===== config.mk =====
export PLATFORM = sky130hd
export DESIGN_NAME = rv_core
export DESIGN_NICKNAME = d
export VERILOG_FILES = /design/src/hdl/rv_pkg.sv /design/src/hdl/rv_dec_if.sv /design/src/hdl/rv_core.sv /design/src/hdl/rv_control.sv /design/src/hdl/rv_lsu.sv /design/src/hdl/rv_alu.sv /design/src/hdl/rv_regfile.sv /design/src/hdl/rv_decoder.sv
export SDC_FILE = /design/constraint.sdc
export NUM_CORES = 2
export LEC_CHECK = 0
export ABC_AREA = 1
export BUFFER_PORTS_ARGS = -buffer_cell sky130_fd_sc_hd__buf_2
export CORE_MARGIN = 4
export CORE_UTILIZATION = 30
export CTS_BUF_LIST = sky130_fd_sc_hd__clkbuf_8 sky130_fd_sc_hd__clkbuf_16
export DETAILED_ROUTE_END_ITERATION = 8
export PLACE_DENSITY = 0.52
export SYNTH_ARGS = -nofsm -noshare
export SYNTH_HDL_FRONTEND = slang
export SYNTH_SLANG_ARGS = --single-unit

===== constraint.sdc =====
create_clock -name clk -period 12.4 [get_ports clk]
set_input_delay 1.24 -clock clk [delete_from_list [all_inputs] [get_ports clk]]
set_output_delay 1.24 -clock clk [all_outputs]
set_load 0.02 [all_outputs]

===== src/hdl/rv_pkg.sv =====
package rv_pkg;

	localparam int XLEN    = 32;
	localparam int REG_AW  = 5;
	localparam int PC_STEP = 4;

	typedef logic [XLEN-1:0]   word_t;
	typedef logic [REG_AW-1:0] reg_idx_t;

	typedef enum logic [6:0] {
		op_lui    = 7'b0110111,
		op_auipc  = 7'b0010111,
		op_jal    = 7'b1101111,
		op_jalr   = 7'b1100111,
		op_branch = 7'b1100011,
		op_load   = 7'b0000011,
		op_store  = 7'b0100011,
		op_imm    = 7'b0010011,
		op_reg    = 7'b0110011
	} opcode_e;

	typedef enum logic [3:0] {
		alu_add, alu_sub, alu_slt, alu_sltu,
		alu_xor, alu_or, alu_and,
		alu_sll, alu_srl, alu_sra,
		alu_eq, alu_ne, alu_lt, alu_ge, alu_ltu, alu_geu
	} alu_op_e;

	typedef enum logic [3:0] {
		mem_none,
		mem_lb, mem_lh, mem_lw, mem_lbu, mem_lhu,
		mem_sb, mem_sh, mem_sw
	} mem_op_e;

	typedef enum logic [2:0] {
		st_wait,
		st_fetch,
		st_decode,
		st_exec,
		st_mem,
		st_write,
		st_halt
	} ctrl_state_e;

endpackage

===== src/hdl/rv_dec_if.sv =====
`timescale 1ns/1ps

interface rv_dec_if;
	rv_pkg::opcode_e  op_kind;
	rv_pkg::alu_op_e  alu_op;
	rv_pkg::mem_op_e  mem_op;
	rv_pkg::reg_idx_t rd;
	rv_pkg::reg_idx_t rs1;
	rv_pkg::reg_idx_t rs2;
	rv_pkg::word_t    imm;
	logic             use_imm;
	logic             writes_rd;
	logic             illegal;

	modport dec (output op_kind, alu_op, mem_op, rd, rs1, rs2, imm, use_imm, writes_rd, illegal);
	modport ctl (input op_kind, rd, imm, writes_rd, illegal);
	modport alu (input alu_op, imm, use_imm);
	modport lsu (input mem_op);
endinterface


===== src/hdl/rv_core.sv =====
`timescale 1ns/1ps

module rv_core (
	input  logic          clk,
	input  logic          rstn,
	output rv_pkg::word_t axi_araddr,
	output logic          axi_arvalid,
	input  logic          axi_arready,
	input  rv_pkg::word_t axi_rdata,
	input  logic          axi_rvalid,
	output logic          axi_rready,
	output rv_pkg::word_t axi_awaddr,
	output logic          axi_awvalid,
	input  logic          axi_awready,
	output rv_pkg::word_t axi_wdata,
	output logic [3:0]    axi_wstrb,
	output logic          axi_wvalid,
	input  logic          axi_wready,
	input  logic          axi_bvalid,
	output logic          axi_bready,
	output logic          trap
);
	rv_pkg::word_t    instr;
	rv_pkg::reg_idx_t rd_idx;
	logic             rd_we;
	rv_pkg::word_t    rd_data;
	rv_pkg::word_t    src1;
	rv_pkg::word_t    src2;
	rv_pkg::word_t    alu_result;
	rv_pkg::word_t    mem_addr;
	rv_pkg::word_t    load_data;
	logic [3:0]       wstrb;
	rv_pkg::word_t    wdata;
	logic             misaligned;

	rv_dec_if dec_bus ();

	rv_control u_control (
		.clk(clk), .rstn(rstn),
		.axi_araddr(axi_araddr), .axi_arvalid(axi_arvalid), .axi_arready(axi_arready),
		.axi_rdata(axi_rdata), .axi_rvalid(axi_rvalid), .axi_rready(axi_rready),
		.axi_awaddr(axi_awaddr), .axi_awvalid(axi_awvalid), .axi_awready(axi_awready),
		.axi_wdata(axi_wdata), .axi_wstrb(axi_wstrb), .axi_wvalid(axi_wvalid),
		.axi_wready(axi_wready), .axi_bvalid(axi_bvalid), .axi_bready(axi_bready),
		.trap(trap), .dec(dec_bus.ctl), .instr(instr),
		.rd_idx(rd_idx), .rd_we(rd_we), .rd_data(rd_data),
		.src1(src1), .alu_result(alu_result), .mem_addr(mem_addr),
		.load_data(load_data), .wstrb(wstrb), .wdata(wdata), .misaligned(misaligned)
	);

	rv_decoder u_decoder (.clk(clk), .rstn(rstn), .instr(instr), .dec(dec_bus.dec));

	rv_regfile u_regfile (
		.clk(clk), .rstn(rstn),
		.rd_idx(rd_idx), .rd_we(rd_we), .rd_data(rd_data),
		.rs1_idx(dec_bus.rs1), .rs2_idx(dec_bus.rs2), .src1(src1), .src2(src2)
	);

	rv_alu u_alu (
		.clk(clk), .rstn(rstn), .src1(src1), .src2(src2),
		.dec(dec_bus.alu), .alu_result(alu_result)
	);

	rv_lsu u_lsu (
		.dec(dec_bus.lsu), .addr_low(mem_addr[1:0]), .src2(src2), .rdata(axi_rdata),
		.wstrb(wstrb), .wdata(wdata), .load_data(load_data), .misaligned(misaligned)
	);
endmodule


===== src/hdl/rv_control.sv =====
`timescale 1ns/1ps

module rv_control (
	input  logic             clk,
	input  logic             rstn,
	output rv_pkg::word_t    axi_araddr,
	output logic             axi_arvalid,
	input  logic             axi_arready,
	input  rv_pkg::word_t    axi_rdata,
	input  logic             axi_rvalid,
	output logic             axi_rready,
	output rv_pkg::word_t    axi_awaddr,
	output logic             axi_awvalid,
	input  logic             axi_awready,
	output rv_pkg::word_t    axi_wdata,
	output logic [3:0]       axi_wstrb,
	output logic             axi_wvalid,
	input  logic             axi_wready,
	input  logic             axi_bvalid,
	output logic             axi_bready,
	output logic             trap,
	rv_dec_if.ctl            dec,
	output rv_pkg::word_t    instr,
	output rv_pkg::reg_idx_t rd_idx,
	output logic             rd_we,
	output rv_pkg::word_t    rd_data,
	input  rv_pkg::word_t    src1,
	input  rv_pkg::word_t    alu_result,
	output rv_pkg::word_t    mem_addr,
	input  rv_pkg::word_t    load_data,
	input  logic [3:0]       wstrb,
	input  rv_pkg::word_t    wdata,
	input  logic             misaligned
);
	rv_pkg::ctrl_state_e state;
	logic [1:0]          step;
	rv_pkg::word_t       pc;
	rv_pkg::word_t       load_q;
	rv_pkg::word_t       next_pc;
	logic                aw_done;
	logic                w_done;

	assign mem_addr = src1 + dec.imm;
	assign aw_done  = !axi_awvalid || axi_awready;
	assign w_done   = !axi_wvalid || axi_wready;
	assign rd_idx   = dec.rd;
	assign rd_we    = (state == rv_pkg::st_write) && dec.writes_rd;

	always_comb begin
		case (dec.op_kind)
			rv_pkg::op_lui:   rd_data = dec.imm;
			rv_pkg::op_auipc: rd_data = pc + dec.imm;
			rv_pkg::op_jal,
			rv_pkg::op_jalr:  rd_data = pc + rv_pkg::PC_STEP;
			rv_pkg::op_load:  rd_data = load_q;
			default:          rd_data = alu_result;
		endcase
	end

	always_comb begin
		case (dec.op_kind)
			rv_pkg::op_jal:    next_pc = pc + dec.imm;
			rv_pkg::op_jalr:   next_pc = {mem_addr[31:1], 1'b0};
			rv_pkg::op_branch: next_pc = (alu_result != '0) ? pc + dec.imm : pc + rv_pkg::PC_STEP;
			default:           next_pc = pc + rv_pkg::PC_STEP;
		endcase
	end

	always_ff @(posedge clk) begin
		if (!rstn) begin
			state       <= rv_pkg::st_wait;
			step        <= 2'd0;
			pc          <= '0;
			axi_arvalid <= 1'b0;
			axi_rready  <= 1'b0;
			axi_awvalid <= 1'b0;
			axi_wvalid  <= 1'b0;
			axi_bready  <= 1'b0;
			trap        <= 1'b0;
		end else begin
			case (state)
				rv_pkg::st_wait: state <= rv_pkg::st_fetch;
				rv_pkg::st_fetch, rv_pkg::st_mem: begin
					if (state == rv_pkg::st_fetch || dec.op_kind == rv_pkg::op_load) begin
						case (step)
							2'd0: begin
								axi_araddr  <= (state == rv_pkg::st_fetch) ? pc :
									{mem_addr[31:2], 2'b00};
								axi_arvalid <= 1'b1;
								step        <= 2'd1;
							end
							2'd1: begin
								if (axi_arready) begin
									axi_arvalid <= 1'b0;
									axi_rready  <= 1'b1;
									step        <= 2'd2;
								end
							end
							default: begin
								if (axi_rvalid) begin
									axi_rready <= 1'b0;
									step       <= 2'd0;
									if (state == rv_pkg::st_fetch) begin
										instr <= axi_rdata;
										state <= rv_pkg::st_decode;
									end else begin
										load_q <= load_data; // lane already extracted
										state  <= rv_pkg::st_write;
									end
								end
							end
						endcase
					end else if (dec.op_kind == rv_pkg::op_store) begin
						case (step)
							2'd0: begin
								axi_awaddr  <= {mem_addr[31:2], 2'b00};
								axi_wdata   <= wdata;
								axi_wstrb   <= wstrb;
								axi_awvalid <= 1'b1;
								axi_wvalid  <= 1'b1;
								step        <= 2'd1;
							end
							2'd1: begin
								if (axi_awready) begin
									axi_awvalid <= 1'b0;
								end
								if (axi_wready) begin
									axi_wvalid <= 1'b0;
								end
								if (aw_done && w_done) begin // both channels done
									axi_bready <= 1'b1;
									step       <= 2'd2;
								end
							end
							default: begin
								if (axi_bvalid) begin
									axi_bready <= 1'b0;
									step       <= 2'd0;
									state      <= rv_pkg::st_write;
								end
							end
						endcase
					end else begin
						state <= rv_pkg::st_write;
					end
				end
				rv_pkg::st_decode: state <= rv_pkg::st_exec;
				rv_pkg::st_exec: begin
					if (dec.illegal || misaligned) begin
						trap  <= 1'b1;
						state <= rv_pkg::st_halt;
					end else begin
						state <= rv_pkg::st_mem;
					end
				end
				rv_pkg::st_write: begin
					pc    <= next_pc;
					step  <= 2'd0;
					state <= rv_pkg::st_fetch;
				end
				default: state <= rv_pkg::st_halt; // stays until reset
			endcase
		end
	end
endmodule


===== src/hdl/rv_lsu.sv =====
`timescale 1ns/1ps

module rv_lsu (
	rv_dec_if.lsu         dec,
	input  logic [1:0]    addr_low,
	input  rv_pkg::word_t src2,
	input  rv_pkg::word_t rdata,
	output logic [3:0]    wstrb,
	output rv_pkg::word_t wdata,
	output rv_pkg::word_t load_data,
	output logic          misaligned
);
	logic [4:0]    lane_shift;
	rv_pkg::word_t lane_rdata;

	assign lane_shift = {addr_low, 3'b000};
	assign lane_rdata = rdata << lane_shift; // selected lane ends up on top

	// byte 0 sits in bits 31:24
	always_comb begin
		case (dec.mem_op)
			rv_pkg::mem_sb: begin
				wstrb = 4'b1000 >> addr_low;
				wdata = {src2[7:0], 24'd0} >> lane_shift;
			end
			rv_pkg::mem_sh: begin
				wstrb = 4'b1100 >> addr_low;
				wdata = {src2[15:0], 16'd0} >> lane_shift;
			end
			rv_pkg::mem_sw: begin
				wstrb = 4'b1111;
				wdata = src2;
			end
			default: begin
				wstrb = 4'b0000;
				wdata = '0;
			end
		endcase
	end

	always_comb begin
		case (dec.mem_op)
			rv_pkg::mem_lb:  load_data = {{24{lane_rdata[31]}}, lane_rdata[31:24]};
			rv_pkg::mem_lbu: load_data = {24'd0, lane_rdata[31:24]};
			rv_pkg::mem_lh:  load_data = {{16{lane_rdata[31]}}, lane_rdata[31:16]};
			rv_pkg::mem_lhu: load_data = {16'd0, lane_rdata[31:16]};
			default:         load_data = rdata;
		endcase
	end

	always_comb begin
		case (dec.mem_op)
			rv_pkg::mem_lh, rv_pkg::mem_lhu, rv_pkg::mem_sh: misaligned = addr_low[0];
			rv_pkg::mem_lw, rv_pkg::mem_sw:                  misaligned = addr_low != 2'b00;
			default:                                         misaligned = 1'b0;
		endcase
	end
endmodule


===== src/hdl/rv_alu.sv =====
`timescale 1ns/1ps

module rv_alu (
	input  logic          clk,
	input  logic          rstn,
	input  rv_pkg::word_t src1,
	input  rv_pkg::word_t src2,
	rv_dec_if.alu         dec,
	output rv_pkg::word_t alu_result
);
	rv_pkg::word_t opb;
	logic [4:0]    shamt;
	rv_pkg::word_t res_n;

	assign opb   = dec.use_imm ? dec.imm : src2;
	assign shamt = opb[4:0];

	always_comb begin
		case (dec.alu_op)
			rv_pkg::alu_add:  res_n = src1 + opb;
			rv_pkg::alu_sub:  res_n = src1 - opb;
			rv_pkg::alu_slt,
			rv_pkg::alu_lt:   res_n = rv_pkg::word_t'($signed(src1) < $signed(opb));
			rv_pkg::alu_sltu,
			rv_pkg::alu_ltu:  res_n = rv_pkg::word_t'(src1 < opb);
			rv_pkg::alu_xor:  res_n = src1 ^ opb;
			rv_pkg::alu_or:   res_n = src1 | opb;
			rv_pkg::alu_and:  res_n = src1 & opb;
			rv_pkg::alu_sll:  res_n = src1 << shamt;
			rv_pkg::alu_srl:  res_n = src1 >> shamt;
			rv_pkg::alu_sra:  res_n = $signed(src1) >>> shamt;
			rv_pkg::alu_eq:   res_n = rv_pkg::word_t'(src1 == opb);
			rv_pkg::alu_ne:   res_n = rv_pkg::word_t'(src1 != opb);
			rv_pkg::alu_ge:   res_n = rv_pkg::word_t'($signed(src1) >= $signed(opb));
			rv_pkg::alu_geu:  res_n = rv_pkg::word_t'(src1 >= opb);
			default:          res_n = '0;
		endcase
	end

	always_ff @(posedge clk) begin
		if (!rstn) begin
			alu_result <= '0;
		end else begin
			alu_result <= res_n;
		end
	end
endmodule


===== src/hdl/rv_regfile.sv =====
`timescale 1ns/1ps

module rv_regfile (
	input  logic             clk,
	input  logic             rstn,
	input  rv_pkg::reg_idx_t rd_idx,
	input  logic             rd_we,
	input  rv_pkg::word_t    rd_data,
	input  rv_pkg::reg_idx_t rs1_idx,
	input  rv_pkg::reg_idx_t rs2_idx,
	output rv_pkg::word_t    src1,
	output rv_pkg::word_t    src2
);
	rv_pkg::word_t regs [1:31]; // x0 has no storage

	always_ff @(posedge clk) begin
		if (!rstn) begin
			for (int i = 1; i < 32; i++) begin
				regs[i] <= '0;
			end
		end else if (rd_we && rd_idx != '0) begin
			regs[rd_idx] <= rd_data;
		end
	end

	assign src1 = (rs1_idx == '0) ? '0 : regs[rs1_idx];
	assign src2 = (rs2_idx == '0) ? '0 : regs[rs2_idx];
endmodule


===== src/hdl/rv_decoder.sv =====
`timescale 1ns/1ps

module rv_decoder (
	input  logic          clk,
	input  logic          rstn,
	input  rv_pkg::word_t instr,
	rv_dec_if.dec         dec
);
	logic [2:0]      funct3;
	logic [6:0]      funct7;
	logic            is_reg;
	rv_pkg::word_t   i_imm;
	rv_pkg::alu_op_e arith_op;
	logic            arith_ok;
	rv_pkg::opcode_e op_n;
	rv_pkg::alu_op_e alu_n;
	rv_pkg::mem_op_e mem_n;
	rv_pkg::word_t   imm_n;
	logic            use_imm_n;
	logic            writes_n;
	logic            illegal_n;

	assign funct3 = instr[14:12];
	assign funct7 = instr[31:25];
	assign is_reg = instr[5]; // op vs op-imm
	assign i_imm  = {{20{instr[31]}}, instr[31:20]};

	// shared by register and immediate forms
	always_comb begin
		case (funct3)
			3'b000: arith_op = (is_reg && funct7[5]) ? rv_pkg::alu_sub : rv_pkg::alu_add;
			3'b001: arith_op = rv_pkg::alu_sll;
			3'b010: arith_op = rv_pkg::alu_slt;
			3'b011: arith_op = rv_pkg::alu_sltu;
			3'b100: arith_op = rv_pkg::alu_xor;
			3'b101: arith_op = funct7[5] ? rv_pkg::alu_sra : rv_pkg::alu_srl;
			3'b110: arith_op = rv_pkg::alu_or;
			default: arith_op = rv_pkg::alu_and;
		endcase
		if (is_reg || funct3[1:0] == 2'b01) begin // funct7 is imm bits otherwise
			arith_ok = (funct7 == 7'b0000000) || (funct7 == 7'b0100000 &&
				(funct3 == 3'b101 || (funct3 == 3'b000 && is_reg)));
		end else begin
			arith_ok = 1'b1;
		end
	end

	always_comb begin
		op_n      = rv_pkg::op_reg;
		alu_n     = rv_pkg::alu_add;
		mem_n     = rv_pkg::mem_none;
		imm_n     = '0;
		use_imm_n = 1'b0;
		writes_n  = 1'b0;
		illegal_n = 1'b0;
		case (instr[6:0])
			rv_pkg::op_lui: begin
				op_n     = rv_pkg::op_lui;
				imm_n    = {instr[31:12], 12'd0};
				writes_n = 1'b1;
			end
			rv_pkg::op_auipc: begin
				op_n     = rv_pkg::op_auipc;
				imm_n    = {instr[31:12], 12'd0};
				writes_n = 1'b1;
			end
			rv_pkg::op_jal: begin
				op_n     = rv_pkg::op_jal;
				imm_n    = {{12{instr[31]}}, instr[19:12], instr[20], instr[30:21], 1'b0};
				writes_n = 1'b1;
			end
			rv_pkg::op_jalr: begin
				op_n      = rv_pkg::op_jalr;
				imm_n     = i_imm;
				writes_n  = 1'b1;
				illegal_n = funct3 != 3'b000;
			end
			rv_pkg::op_branch: begin
				op_n  = rv_pkg::op_branch;
				imm_n = {{20{instr[31]}}, instr[7], instr[30:25], instr[11:8], 1'b0};
				case (funct3)
					3'b000: alu_n = rv_pkg::alu_eq;
					3'b001: alu_n = rv_pkg::alu_ne;
					3'b100: alu_n = rv_pkg::alu_lt;
					3'b101: alu_n = rv_pkg::alu_ge;
					3'b110: alu_n = rv_pkg::alu_ltu;
					3'b111: alu_n = rv_pkg::alu_geu;
					default: illegal_n = 1'b1;
				endcase
			end
			rv_pkg::op_load: begin
				op_n     = rv_pkg::op_load;
				imm_n    = i_imm;
				writes_n = 1'b1;
				case (funct3)
					3'b000: mem_n = rv_pkg::mem_lb;
					3'b001: mem_n = rv_pkg::mem_lh;
					3'b010: mem_n = rv_pkg::mem_lw;
					3'b100: mem_n = rv_pkg::mem_lbu;
					3'b101: mem_n = rv_pkg::mem_lhu;
					default: illegal_n = 1'b1;
				endcase
			end
			rv_pkg::op_store: begin
				op_n  = rv_pkg::op_store;
				imm_n = {{20{instr[31]}}, instr[31:25], instr[11:7]};
				case (funct3)
					3'b000: mem_n = rv_pkg::mem_sb;
					3'b001: mem_n = rv_pkg::mem_sh;
					3'b010: mem_n = rv_pkg::mem_sw;
					default: illegal_n = 1'b1;
				endcase
			end
			rv_pkg::op_imm: begin
				op_n      = rv_pkg::op_imm;
				imm_n     = i_imm;
				use_imm_n = 1'b1;
				writes_n  = 1'b1;
				alu_n     = arith_op;
				illegal_n = !arith_ok;
			end
			rv_pkg::op_reg: begin
				writes_n  = 1'b1;
				alu_n     = arith_op;
				illegal_n = !arith_ok;
			end
			default: illegal_n = 1'b1;
		endcase
	end

	always_ff @(posedge clk) begin
		if (!rstn) begin
			dec.op_kind   <= rv_pkg::op_reg;
			dec.alu_op    <= rv_pkg::alu_add;
			dec.mem_op    <= rv_pkg::mem_none;
			dec.use_imm   <= 1'b0;
			dec.writes_rd <= 1'b0;
			dec.illegal   <= 1'b0;
		end else begin
			dec.op_kind   <= op_n;
			dec.alu_op    <= alu_n;
			dec.mem_op    <= mem_n;
			dec.use_imm   <= use_imm_n;
			dec.writes_rd <= writes_n;
			dec.illegal   <= illegal_n;
		end
	end

	always_ff @(posedge clk) begin
		dec.rd  <= instr[11:7];
		dec.rs1 <= instr[19:15];
		dec.rs2 <= instr[24:20];
		dec.imm <= imm_n;
	end
endmodule


==> out/qor.txt <==
Status: complete, no violations
Most common cell after layout, fill and taps aside: nand2_1
Net switching power: 3470 uW
CP delay by family, top: simple AND/OR/NAND/NOR gates
Most frequent cell on the critical path: nand2_1
CP max FO: 40
Crit path launch: u_decoder.dec.rs2[1]
Via/cell ratio: 5.65
Maximum vdd drop: 0.108 mV
Logic gate share of total power: 14.6%
CP arrival: 8430 ps
Post-CTS Setup Repair Bufs: 0
Clk_lat worst skew: 890 ps
Crit path time final: 7770 ps
Total track usage: 27.6%
Flop2flop setup slack: 4630 ps
Worst slew pin tran: 1310 ps
Reg clk slew, reported paths: 70 ps
Post-synth EDFFs: 1186
Crit Path Category: register to register
Worst Min Path Start: u_control.instr[7]
H-tree levels: 4
RSZ-0062 raised after global routing: false
Initial antenna violation count: 16
Number of global-route vias before repair: 73.2k
Avg Cell Area, Syn: 7.79 um2
Synth-to-Final Area Change: 10.7%
Synth warnings: 0
Pin count of the biggest net entering global routing: 203
Nets: 10.5k
Final Hold Vio Count: 0
First-pass GRT wire length: 558 mm
Post-synthesis sequential area ratio: 46.9%
FP Rows: 191
Crit path capture type: register
Max-cap viol count: 0
IO Count: 145
Final Max Tran Viols: 0
DRC: 0
Num CTS Buffers: 165
Via Count: 79.0k
Placed inst area: 85600 um2
Post-synth design cell area: 81900 um2
Die extent in y: 531 um
CTS root buffer: clkbuf_16
Routed Antenna Nets: 0
Crit path buffers/inverters: 6
Most frequent cells in the layout: nand2_1, nor2_1, edfxtp_1
Core ar.: 271000 um2
Seq cells post-synth: 1324
Post-synth ARST share: 0%
P per Cell Area: 127 nW/um2
Setup TNS: 0 ps
CTS tree: done
GR Overflow Total: 0
Starting density of the core: 30.2%
Final Cycle Share: 62.6%
Critical Path Slowest Stage Cell: nand4_4
Required @ worst endpoint: 13060 ps
Final wirelength: 404 mm
Crit-path max cell delay: 620 ps
Hold buffers post-CTS: 0
Sink Count: 1324
Placer Congestion: 1.02
Distinct cell type count after synthesis: 69
Die area: 281000 um2
Layout cells sized above 1: 6.81%
Net Sw Frac: 30.2%
1st-iter DRT viols: 11.0k
Slew HR: 12.5%
1st-pass router iterations: 6
WHS: 393 ps
Worst min-delay path class: register to register
Final Util: 33.4%
Clock skew: 115 ps
Final Instance Area: 90700 um2
Post-CTS sizing: 0
Wire length per cell: 28.9 um
Sequential power share: 44.8%
Pint: 8020 uW
Die W: 531 um
Leakage power: 0.0359 uW
Reg-to-reg startpoint: u_decoder.dec.rs2[1]
CP Launch Type: register
Ys flop type: edfxtp_1
CTS Buffer Depth: 4
Endpoints failing setup: 0
Synth Instances: 10.5k
Buffers on Ports: 142
F_max: 129 MHz
Clock power share: 40.6%
Placed wire-length estimate: 276 mm
metal layers:
layer	vias to the layer above	global-route usage, %	part of all wire [%]
li1	35200	-	-
met1	38200	34.2	38
met2	4564	42.5	44
met3	935	5.44	9.6
met4	8	20.6	8.9
met5	-	0	0.042
worst reg2reg max path: cells and delay by family, from the launching register on:
family	cells	cell delay (ps)
simple gates	17	3150
buf+inv	6	2350
compound gates	5	880
fa+ha+maj	2	750
flops	1	520
path summary, 6_finish.rpt:
kind,depth (start not counted),end
worst max-delay path,30,u_alu.alu_result[24]
worst max register to register,30,u_alu.alu_result[24]
worst min-delay path,0,u_decoder.dec.rd[0]
worst min register to register,0,u_decoder.dec.rd[0]
cell type report:
type	instances	area, um2
well taps	3570	4470
flip-flops and latches	1324	38400
repair buffers	339	2280
fillers	28400	181000
multi-input cells	7449	36700
inverters	1005	3790
clock buffers	169	4210
diodes	10	25.0
clock inverters	119	779
stage by stage:
stage,total power (uW),setup slack (ps),std cells
CTS,11500,4900,14000
floorplan,6150,7100,10500
global route,11800,4540,14000
global placement,6870,4900,13700
detailed placement,6870,4930,13700
finish,11500,4630,14000
cell families (layout without fill, tap and decap cells):
logic type                 count (synthesis)  in the layout  synth area share [%]
DFF                                     1324           1324                  46.9
buffers and inverters                   1776           1632                  8.90
muxes                                      2              2                0.0244
other                                      1             44               0.00458
xor gates and xnor gates                  83             83                 0.888
adders and majority gates                169            169                  2.62
AOI/OAI and AO/OA                       2401           2401                  16.7
and+or+nand+nor                         4760           4760                  24.0
power by group through the flow:
stage | Clock (uW) | Sequential, uW | Combinational, uW
2_1_floorplan | 0 | 5190 | 958
3_3_place_gp | 0 | 5230 | 1640
3_5_place_dp | 0 | 5240 | 1640
4_1_cts | 4710 | 5140 | 1640
5_1_grt | 4890 | 5160 | 1780
6_report | 4660 | 5150 | 1680
cell usage after synthesis (all sizes together) (4+ instances only):
master / count / area, um2
nand2: 1932 / 7270
nor2: 1637 / 6180
edfxtp: 1186 / 35600
o21ai: 1090 / 5470
nand3: 1003 / 5040
inv: 995 / 3740
a21oi: 671 / 3360
buf: 404 / 2130
clkbuf: 367 / 1380
o211ai: 296 / 2220
ha: 165 / 2060
dfxtp: 138 / 2760
o22ai: 87 / 544
xor2: 68 / 596
nand4: 60 / 390
o2111ai: 57 / 499
or2: 42 / 263
nor3: 40 / 205
a221oi: 36 / 315
nor4: 35 / 246
a31oi: 27 / 169
a21o: 21 / 158
o21a: 21 / 158
a211oi: 20 / 150
o21bai: 17 / 128
xnor2: 15 / 131
clkinv: 10 / 37.5
a22oi: 9 / 67.6
a21boi: 8 / 60.1
o221ai: 8 / 70.1
a2111oi: 7 / 61.3
o2bb2ai: 7 / 61.3
nand3b: 6 / 45.0
o31ai: 5 / 37.5
fa: 4 / 80.1
flip-flops by register name, summed over array words and instances (netlist names), 2 cells and up, named ones only:
| name | count |
|---|---|
| u_control.state | 2 |
| u_control.axi_awaddr | 30 |
| u_decoder.dec.rs1 | 5 |
| u_control.instr | 32 |
| u_control.axi_wdata | 32 |
| u_decoder.dec.mem_op | 4 |
| u_control.load_q | 32 |
| u_decoder.dec.alu_op | 4 |
| u_control.axi_araddr | 32 |
| u_control.pc | 32 |
| u_decoder.dec.rs2 | 5 |
| u_control.axi_wstrb | 4 |
| u_regfile.regs | 1024 |
| u_decoder.dec.op_kind | 5 |
| u_alu.alu_result | 32 |
| u_decoder.dec.imm | 32 |
| u_decoder.dec.rd | 5 |
| u_control.step | 2 |
(Power assumes the default switching activity.)
